### config.mk
export PLATFORM = sky130hd
export DESIGN_NAME = mshr_top
export DESIGN_NICKNAME = d
export VERILOG_FILES = /design/src/source/mshr_cfg_pkg.sv /design/src/source/mshr_entry_pkg.sv /design/src/source/mshr_port_if.sv /design/src/source/mshr_top.sv /design/src/source/mshr_lookup.sv /design/src/source/mshr_entry_store.sv /design/src/source/mshr_req_decode.sv
export SDC_FILE = /design/constraint.sdc
export NUM_CORES = 1
export LEC_CHECK = 0
export BUFFER_PORTS_ARGS = -buffer_cell sky130_fd_sc_hd__clkbuf_2
export CAP_MARGIN = 20
export CORE_MARGIN = 1.5
export CORE_UTILIZATION = 54
export DETAILED_ROUTE_END_ITERATION = 10
export GPL_TIMING_DRIVEN = 0
export MAX_ROUTING_LAYER = met4
export PLACE_DENSITY = 0.82
export SLEW_MARGIN = 10
export SYNTH_ARGS = -nofsm -noshare
export SYNTH_HDL_FRONTEND = slang
export SYNTH_SLANG_ARGS = --single-unit
### constraint.sdc
create_clock -name clk_i -period 2.6 [get_ports clk_i]
set_input_delay 0.26 -clock clk_i [delete_from_list [all_inputs] [get_ports clk_i]]
set_output_delay 0.26 -clock clk_i [all_outputs]
set_load 0.02 [all_outputs]
### src/source/mshr_cfg_pkg.sv
/*
 * Fixed 4-set by 2-way holding register for a cache with 12-bit line addresses.
 * A line address is the tag above the cache set; the MSHR set is the low cache-set bits.
 */
package mshr_cfg_pkg;

    // Cache address geometry
    localparam int CACHE_SET_W = 6;
    localparam int TAG_W       = 6;
    localparam int NLINE_W     = TAG_W + CACHE_SET_W;
    localparam int CACHE_WAY_W = 2;

    // Holding register geometry
    localparam int MSHR_SETS  = 4;
    localparam int MSHR_WAYS  = 2;
    localparam int MSHR_SET_W = 2;
    localparam int MSHR_WAY_W = 1;

    // Request context widths
    localparam int REQ_ID_W = 4;
    localparam int SRC_ID_W = 2;
    localparam int WORD_W   = 2;

    typedef logic [NLINE_W-1:0]     nline_t;
    typedef logic [CACHE_SET_W-1:0] cache_set_t;
    typedef logic [TAG_W-1:0]       tag_t;
    typedef logic [MSHR_SET_W-1:0]  mshr_set_t;
    typedef logic [MSHR_WAY_W-1:0]  mshr_way_t;
    typedef logic [CACHE_WAY_W-1:0] cache_way_t;

endpackage
### src/source/mshr_entry_pkg.sv
/*
 * Record kept per outstanding miss. The cache set is not part of it;
 * it lives in separate flip-flops next to the valid bits.
 */
package mshr_entry_pkg;
    import mshr_cfg_pkg::*;

    typedef logic [REQ_ID_W-1:0] req_id_t;
    typedef logic [SRC_ID_W-1:0] src_id_t;
    typedef logic [WORD_W-1:0]   word_t;

    // 17 bits as stored in the entry array
    typedef struct packed {
        tag_t       tag;
        req_id_t    req_id;
        src_id_t    src_id;
        word_t      word;
        cache_way_t victim_way;
        logic       need_rsp;
    } mshr_entry_t;

    // Winning request of the cycle, after priority
    typedef enum logic [1:0] {
        OP_NONE  = 2'd0,
        OP_CHECK = 2'd1,
        OP_ALLOC = 2'd2,
        OP_ACK   = 2'd3
    } mshr_op_e;

endpackage

### src/source/mshr_port_if.sv
/*
 * Internal bundle between request decode, entry store and lookup.
 * Valid and cache-set arrays are indexed [way][set].
 */
`timescale 1ns/10ps

interface mshr_port_if
    import mshr_cfg_pkg::*, mshr_entry_pkg::*;
();

    // Request side driven by the decoder
    mshr_op_e    op;
    mshr_set_t   access_set;
    mshr_way_t   alloc_way;
    mshr_entry_t wr_entry;
    cache_set_t  wr_cache_set;
    mshr_set_t   ack_set;
    mshr_way_t   ack_way;

    // Context of the last check and acknowledge
    tag_t        chk_tag_q;
    cache_set_t  chk_cache_set_q;
    mshr_set_t   chk_set_q;
    mshr_way_t   ack_way_q;

    // Storage state driven by the entry store
    logic        [MSHR_WAYS-1:0][MSHR_SETS-1:0] valid;
    cache_set_t  [MSHR_WAYS-1:0][MSHR_SETS-1:0] cache_set;
    mshr_entry_t [MSHR_WAYS-1:0]                rd_entry;
    cache_set_t                                 ack_cache_set_q;

    modport decode (
        input  valid,
        output op, access_set, alloc_way, wr_entry, wr_cache_set,
        output ack_set, ack_way,
        output chk_tag_q, chk_cache_set_q, chk_set_q, ack_way_q
    );

    modport store (
        input  op, access_set, alloc_way, wr_entry, wr_cache_set, ack_set, ack_way,
        output valid, cache_set, rd_entry, ack_cache_set_q
    );

    modport lookup (
        input op, access_set, alloc_way, wr_entry, wr_cache_set, ack_set, ack_way,
        input chk_tag_q, chk_cache_set_q, chk_set_q, ack_way_q,
        input valid, cache_set, rd_entry, ack_cache_set_q
    );

endinterface

### src/source/mshr_top.sv
/*
 * Miss status holding register, 4 sets by 2 ways, one request per cycle.
 * Acknowledge beats allocate beats check. No handshake; all requests complete.
 */
`timescale 1ns/10ps

module mshr_top
    import mshr_cfg_pkg::*, mshr_entry_pkg::*;
(
    input  logic       clk_i,
    input  logic       rst_ni,

    output logic       empty_o,
    output logic       full_o,

    // Check
    input  logic       check_i,
    input  nline_t     check_nline_i,
    output logic       hit_o,
    output logic       alloc_full_o,

    // Allocate
    input  logic       alloc_i,
    input  nline_t     alloc_nline_i,
    input  req_id_t    alloc_req_id_i,
    input  src_id_t    alloc_src_id_i,
    input  word_t      alloc_word_i,
    input  cache_way_t alloc_victim_way_i,
    input  logic       alloc_need_rsp_i,
    output mshr_way_t  alloc_way_o,

    // Acknowledge
    input  logic       ack_i,
    input  mshr_set_t  ack_set_i,
    input  mshr_way_t  ack_way_i,
    output req_id_t    ack_req_id_o,
    output src_id_t    ack_src_id_o,
    output word_t      ack_word_o,
    output cache_way_t ack_cache_way_o,
    output tag_t       ack_cache_tag_o,
    output cache_set_t ack_cache_set_o,
    output logic       ack_need_rsp_o
);

    mshr_port_if port ();

    mshr_req_decode u_decode (
        .clk_i              (clk_i),
        .rst_ni             (rst_ni),
        .alloc_i            (alloc_i),
        .check_i            (check_i),
        .ack_i              (ack_i),
        .alloc_nline_i      (alloc_nline_i),
        .check_nline_i      (check_nline_i),
        .alloc_req_id_i     (alloc_req_id_i),
        .alloc_src_id_i     (alloc_src_id_i),
        .alloc_word_i       (alloc_word_i),
        .alloc_victim_way_i (alloc_victim_way_i),
        .alloc_need_rsp_i   (alloc_need_rsp_i),
        .ack_set_i          (ack_set_i),
        .ack_way_i          (ack_way_i),
        .alloc_way_o        (alloc_way_o),
        .port               (port)
    );

    mshr_entry_store u_store (
        .clk_i  (clk_i),
        .rst_ni (rst_ni),
        .port   (port)
    );

    mshr_lookup u_lookup (
        .port            (port),
        .hit_o           (hit_o),
        .alloc_full_o    (alloc_full_o),
        .empty_o         (empty_o),
        .full_o          (full_o),
        .ack_need_rsp_o  (ack_need_rsp_o),
        .ack_req_id_o    (ack_req_id_o),
        .ack_src_id_o    (ack_src_id_o),
        .ack_word_o      (ack_word_o),
        .ack_cache_way_o (ack_cache_way_o),
        .ack_cache_tag_o (ack_cache_tag_o),
        .ack_cache_set_o (ack_cache_set_o)
    );

endmodule

### src/source/mshr_lookup.sv
/*
 * Purely combinational. hit_o and alloc_full_o use the last checked line;
 * both follow later changes of the valid bits in that set.
 */
`timescale 1ns/10ps

module mshr_lookup
    import mshr_cfg_pkg::*, mshr_entry_pkg::*;
(
    mshr_port_if.lookup port,

    output logic       hit_o,
    output logic       alloc_full_o,
    output logic       empty_o,
    output logic       full_o,

    output logic       ack_need_rsp_o,
    output req_id_t    ack_req_id_o,
    output src_id_t    ack_src_id_o,
    output word_t      ack_word_o,
    output cache_way_t ack_cache_way_o,
    output tag_t       ack_cache_tag_o,
    output cache_set_t ack_cache_set_o
);

    logic [MSHR_WAYS-1:0] set_valid;
    logic [MSHR_WAYS-1:0] hit_way;
    mshr_entry_t          ack_entry;

    // A way hits only if tag and full cache set both match
    always_comb begin
        for (int w = 0; w < MSHR_WAYS; w++) begin
            set_valid[w] = port.valid[w][port.chk_set_q];
            hit_way[w]   = set_valid[w]
                        && (port.rd_entry[w].tag == port.chk_tag_q)
                        && (port.cache_set[w][port.chk_set_q] == port.chk_cache_set_q);
        end
    end

    assign hit_o        = |hit_way;
    assign alloc_full_o = &set_valid;

    // Record of the acknowledged way
    assign ack_entry       = port.rd_entry[port.ack_way_q];
    assign ack_req_id_o    = ack_entry.req_id;
    assign ack_src_id_o    = ack_entry.src_id;
    assign ack_word_o      = ack_entry.word;
    assign ack_cache_way_o = ack_entry.victim_way;
    assign ack_cache_tag_o = ack_entry.tag;
    assign ack_need_rsp_o  = ack_entry.need_rsp;
    assign ack_cache_set_o = port.ack_cache_set_q;

    // Global occupancy
    assign empty_o = ~|port.valid;
    assign full_o  = &port.valid;

endmodule

### src/source/mshr_entry_store.sv
/*
 * Valid bits and cache sets are flip-flops; entries sit in a synchronous-read array.
 * The read row is refreshed by every request, so read data holds only over idle cycles.
 */
`timescale 1ns/10ps

module mshr_entry_store
    import mshr_cfg_pkg::*, mshr_entry_pkg::*;
(
    input  logic clk_i,
    input  logic rst_ni,

    mshr_port_if.store port
);

    logic        [MSHR_WAYS-1:0][MSHR_SETS-1:0] valid_q;
    cache_set_t  [MSHR_WAYS-1:0][MSHR_SETS-1:0] cache_set_q;
    mshr_entry_t [MSHR_WAYS-1:0]                entry_mem [MSHR_SETS];
    mshr_entry_t [MSHR_WAYS-1:0]                rd_entry_q;
    cache_set_t                                 ack_cache_set_q;

    logic do_alloc;
    logic do_ack;
    logic do_read;

    assign do_alloc = (port.op == OP_ALLOC);
    assign do_ack   = (port.op == OP_ACK);
    assign do_read  = (port.op != OP_NONE);

    // Slot state is set by allocate and cleared by acknowledge
    always_ff @(posedge clk_i or negedge rst_ni) begin
        if (!rst_ni) begin
            valid_q     <= '0;
            cache_set_q <= '0;
        end else begin
            if (do_alloc) begin
                valid_q[port.alloc_way][port.access_set]     <= 1'b1;
                cache_set_q[port.alloc_way][port.access_set] <= port.wr_cache_set;
            end
            if (do_ack) begin
                valid_q[port.ack_way][port.ack_set] <= 1'b0;
            end
        end
    end

    // Entry array holds one record per way in each row
    always_ff @(posedge clk_i) begin
        if (do_alloc) begin
            entry_mem[port.access_set][port.alloc_way] <= port.wr_entry;
        end
    end

    // Whole row read back one cycle later
    always_ff @(posedge clk_i or negedge rst_ni) begin
        if (!rst_ni) begin
            rd_entry_q <= '0;
        end else if (do_read) begin
            rd_entry_q <= entry_mem[port.access_set];
        end
    end

    // Cache set of the freed slot is kept until the next acknowledge
    always_ff @(posedge clk_i or negedge rst_ni) begin
        if (!rst_ni) begin
            ack_cache_set_q <= '0;
        end else if (do_ack) begin
            ack_cache_set_q <= cache_set_q[port.ack_way][port.ack_set];
        end
    end

    assign port.valid           = valid_q;
    assign port.cache_set       = cache_set_q;
    assign port.rd_entry        = rd_entry_q;
    assign port.ack_cache_set_q = ack_cache_set_q;

endmodule

### src/source/mshr_req_decode.sv
/*
 * One request per cycle wins: acknowledge, then allocate, then check.
 * Allocating into a full set is not guarded; the caller checks first.
 */
`timescale 1ns/10ps

module mshr_req_decode
    import mshr_cfg_pkg::*, mshr_entry_pkg::*;
(
    input  logic       clk_i,
    input  logic       rst_ni,

    input  logic       alloc_i,
    input  logic       check_i,
    input  logic       ack_i,

    input  nline_t     alloc_nline_i,
    input  nline_t     check_nline_i,
    input  req_id_t    alloc_req_id_i,
    input  src_id_t    alloc_src_id_i,
    input  word_t      alloc_word_i,
    input  cache_way_t alloc_victim_way_i,
    input  logic       alloc_need_rsp_i,
    input  mshr_set_t  ack_set_i,
    input  mshr_way_t  ack_way_i,

    output mshr_way_t  alloc_way_o,

    mshr_port_if.decode port
);

    mshr_op_e  op;
    mshr_set_t alloc_set;
    mshr_set_t check_set;
    mshr_way_t free_way;

    // Fixed priority drops the losing requests
    always_comb begin
        if (ack_i) begin
            op = OP_ACK;
        end else if (alloc_i) begin
            op = OP_ALLOC;
        end else if (check_i) begin
            op = OP_CHECK;
        end else begin
            op = OP_NONE;
        end
    end

    assign alloc_set = alloc_nline_i[0 +: MSHR_SET_W];
    assign check_set = check_nline_i[0 +: MSHR_SET_W];

    // Row of the entry array touched this cycle
    always_comb begin
        case (op)
            OP_ACK:   port.access_set = ack_set_i;
            OP_ALLOC: port.access_set = alloc_set;
            default:  port.access_set = check_set;
        endcase
    end

    // Lowest free way wins as the scan runs from the top down
    always_comb begin
        free_way = '0;
        for (int w = MSHR_WAYS - 1; w >= 0; w--) begin
            if (!port.valid[w][alloc_set]) begin
                free_way = mshr_way_t'(w);
            end
        end
    end

    assign alloc_way_o    = free_way;
    assign port.alloc_way = free_way;
    assign port.op        = op;

    // The tag sits above the cache set in the line address
    assign port.wr_entry.tag        = alloc_nline_i[CACHE_SET_W +: TAG_W];
    assign port.wr_entry.req_id     = alloc_req_id_i;
    assign port.wr_entry.src_id     = alloc_src_id_i;
    assign port.wr_entry.word       = alloc_word_i;
    assign port.wr_entry.victim_way = alloc_victim_way_i;
    assign port.wr_entry.need_rsp   = alloc_need_rsp_i;
    assign port.wr_cache_set        = alloc_nline_i[0 +: CACHE_SET_W];

    assign port.ack_set = ack_set_i;
    assign port.ack_way = ack_way_i;

    // Context for the lookup in the following cycle
    always_ff @(posedge clk_i or negedge rst_ni) begin
        if (!rst_ni) begin
            port.chk_tag_q       <= '0;
            port.chk_cache_set_q <= '0;
            port.chk_set_q       <= '0;
            port.ack_way_q       <= '0;
        end else begin
            if (op == OP_CHECK) begin
                port.chk_tag_q       <= check_nline_i[CACHE_SET_W +: TAG_W];
                port.chk_cache_set_q <= check_nline_i[0 +: CACHE_SET_W];
                port.chk_set_q       <= check_set;
            end
            if (op == OP_ACK) begin
                port.ack_way_q <= ack_way_i;
            end
        end
    end

endmodule

==> results.sh <==
export IMPL_synthTopCellsByCount="nand2_1 (141), edfxtp_1 (136), dfrtp_1 (109), a21oi_1 (76), mux2_2 (54)"
export IMPL_drtAntennaViolNets=0
export IMPL_drive_above_1_share=0.272
export IMPL_routed_top_layer="met4"
export IMPL_clkSlewWorstSetupHoldPaths_ps=60
export IMPL_clock_latency_ps=540
export IMPL_ys_seq_elements=245
export IMPL_power_density_nw_per_um2=910
export IMPL_ir_drop_uv=568
export IMPL_max_slew_margin=0.325
export IMPL_worstSetupPathType="register to primary output"
export IMPL_initial_core_util=0.551
export IMPL_port_buffers=66
export IMPL_yosysMostFrequentCell="nand2_1"
export IMPL_violations="negative setup slack"
export IMPL_diodes=0
export IMPL_wl_met1_mm=9.91
export IMPL_place_hpwl_mm=16.3
export IMPL_grtUsageTotal=0.270
export IMPL_wl_mm=25.6
export IMPL_rsz0062_at_grt="true"
export IMPL_setup_viol=1
export IMPL_synth_fp_nets=775
export IMPL_nets=895
export IMPL_yosysTopAreaCell="edfxtp_1"
export IMPL_p_leak_nw=4.97
export IMPL_skew_ps=10.1
export IMPL_arrival_ps=2390
export IMPL_die_y_um=141
export IMPL_avgRoutedWirePerCell_um=23.2
export IMPL_async_flop_share=0.445
export IMPL_drt_iter0_drc=688
export IMPL_yosys_most_used_dff="edfxtp_1"
export IMPL_first_pass_iters=5
export IMPL_clock_root_buffer="clkbuf_16"
export IMPL_cts_tree="yes"
export IMPL_core_region_area_um2=18700
export IMPL_fmax_mhz=377
export IMPL_min_path_type="input pin to register"
export IMPL_synth_cell_type_count=51
export IMPL_wl_met3_mm=2.19
export IMPL_period_share=1.02
export IMPL_final_hold_viol_count=0
export IMPL_cts_buffers=25
export IMPL_grt_pass1_vias=6989
export IMPL_dieArea_um2=19900
export IMPL_synth_area_leaders="edfxtp_1 (40%), dfrtp_1 (26%), mux2_2 (5.9%)"
export IMPL_fin_area_um2=12300
export IMPL_synth_warning_count=0
export IMPL_synthesis_area_um2=10300
export IMPL_io_pins=71
export IMPL_slowest_stage="mux4_2"
export IMPL_vias_per_cell=6.15
export IMPL_maxSlewViolCount=0
export IMPL_cp_required_ps=2340
export IMPL_grt_antenna_before_repair=0
export IMPL_crit_fanout=8
export IMPL_synth_top_cell_area_share=0.397
export IMPL_fin_crit_ps=2650
export IMPL_rows=50
export IMPL_worst_pin_slew_ps=1000
export IMPL_post_place_ws_ps=-618
export IMPL_crit_path_end_kind="primary output"
export IMPL_grt_first_pass_wirelength_mm=39.1
export IMPL_wl_met2_mm=12.7
export IMPL_ys_seq_area_frac=0.661
export IMPL_drc_errors=0
export IMPL_worst_slack_ps=-52.7
export IMPL_synth_edf_count=136
export IMPL_clock_sinks=245
export IMPL_cp_cell_sequence="buf_8, mux4_2, xor2_1, nor4_1, nand4_1, o21ai_2, buf_6"
export IMPL_n_fill_cell=1301
export IMPL_grt_overflow=0
export IMPL_placed_cell_area_um2=11100
export IMPL_cts_buffer_depth=3
export IMPL_syn_avg_cell_area_um2=14.1
export IMPL_status="finished with violations"
export IMPL_grt_max_degree=90
export IMPL_vias=6795
export IMPL_syn_to_final_growth_pct=19.0
export IMPL_start_kind="register"
export IMPL_total_power_mw=11.2
export IMPL_cts_htree_levels=1
export IMPL_syn_inst=732
export IMPL_cpPeakStageDelay_ps=520
export IMPL_routabilityCongestion=0.892
export IMPL_die_w_um=141
export IMPL_cap_violations=0
-- cell usage in the layout (no fill, tap or decap), types with 3 or more instances in the layout --
cell type and count:
edfxtp_1 136, and2_2 3, or2_2 6, clkbuf_16 25, o22a_1 4, nor3_4 4
nor2_1 10, nor3b_1 3, buf_2 4, clkbuf_1 34, o21ai_2 3, bufinv_16 5
mux2i_1 7, dfrtp_1 109, buf_16 4, buf_4 5, mux4_2 22, xor2_1 8
xnor2_1 12, dlygate4sd3_1 18, nand4_1 6, a21oi_1 76, nand2_1 141, nor3_1 5
nor2b_1 4, nand2b_1 3, mux2_4 8, clkbuf_8 8, mux2_2 54, and2_1 4
or3_1 3, a211o_1 34, clkbuf_2 65
-- layout make-up --
| type | count | area [µm²] | share of cell area |
|---|---|---|---|
| Buffer | 38 | 200 | 0.0163 |
| Clock buffer | 39 | 748 | 0.0610 |
| Clock inverter | 7 | 175 | 0.0143 |
| Inverter | 6 | 55.1 | 0.00449 |
| Multi-Input combinational cell | 442 | 3290 | 0.268 |
| Sequential cell | 245 | 6810 | 0.556 |
| Tap cell | 234 | 293 | 0.0239 |
| Timing Repair Buffer | 94 | 688 | 0.0561 |
-- registers in the layout (all words and copies together), names as in the netlist --
name / count
u_store.port.ack_cache_set_q: 6
u_decode.port.chk_set_q: 1
u_decode.port.ack_way_q: 1
u_store.entry_mem: 136
u_decode.port.chk_cache_set_q: 5
u_store.port.cache_set: 48
u_store.port.valid: 8
u_store.port.rd_entry: 34
u_decode.port.chk_tag_q: 6
-- cells by family after synthesis --
family | count (synthesis) | share of synthesized area
xor+xnor | 20 | 0.0170
simple gates | 202 | 0.0914
compound gates | 127 | 0.0798
mux | 93 | 0.129
flops | 245 | 0.661
buf+inv | 45 | 0.0213
-- worst max-delay path, delay by kind of cell, from the launching register on --
| family | cells | cell delay (ps) |
|---|---|---|
| XOR/XNOR | 1 | 150 |
| AO/OA/AOI/OAI | 1 | 100 |
| buffers and inverters | 2 | 290 |
| flip-flops | 1 | 360 |
| AND/OR/NAND/NOR | 2 | 420 |
| multiplexers | 1 | 520 |
-- timing repair --
| action | 4_1_cts | 5_1_grt |
|---|---|---|
| resized for setup | 12 | 11 |
| endpoints found under the setup margin | 81 | 15 |
| hold buffers | 18 | 0 |
| cloned | 0 | 0 |
| setup buffers | 5 | 0 |
| pin swaps | 3 | 1 |
| hold endpoints to repair | 161 | 0 |
-- where the power goes --
part / internal, mW / switching (mW) / total (mW)
combinational: 1.07 / 0.998 / 2.07
clock: 2.48 / 1.49 / 3.97
sequential: 4.67 / 0.437 / 5.11
-- per-stage QoR --
stage / util / setup TNS (ps) / hold slack, ps / cells
global route: 0.655 / -160 / 7.27 / 1105
CTS: 0.654 / -74.1 / 3.06 / 1105
floorplan: - / -241 / -35.6 / 732
global placement: 0.584 / -112450 / 465 / 1032
detailed placement: 0.592 / -24080 / 148 / 1037
finish: 0.655 / -52.7 / 12.2 / 1105
-- final timing paths --
kind                                                  from  cells past startpoint                         to  slack (ps)
worst max-delay path            u_decode.port.chk_set_q[0]                      7                      hit_o         -50
worst min-delay path                      alloc_nline_i[8]                      1   u_store.entry_mem[3][13]          10
worst max register to register       u_store.port.valid[3]                      6  u_store.port.cache_set[5]          80
worst min register to register   u_store.port.rd_entry[17]                      1  u_store.port.rd_entry[17]         490
max in group asynchronous                           rst_ni                      3  u_store.port.rd_entry[13]        1720
min in group asynchronous                           rst_ni                      2   u_store.port.rd_entry[4]         150
-- per-layer routing --
layer,global-route usage,vias up
met5,-,-
met1,0.351,3435
met3,0.0374,67
met2,0.440,356
li1,-,2937
met4,0.0948,0
(Power assumes the default switching activity.)
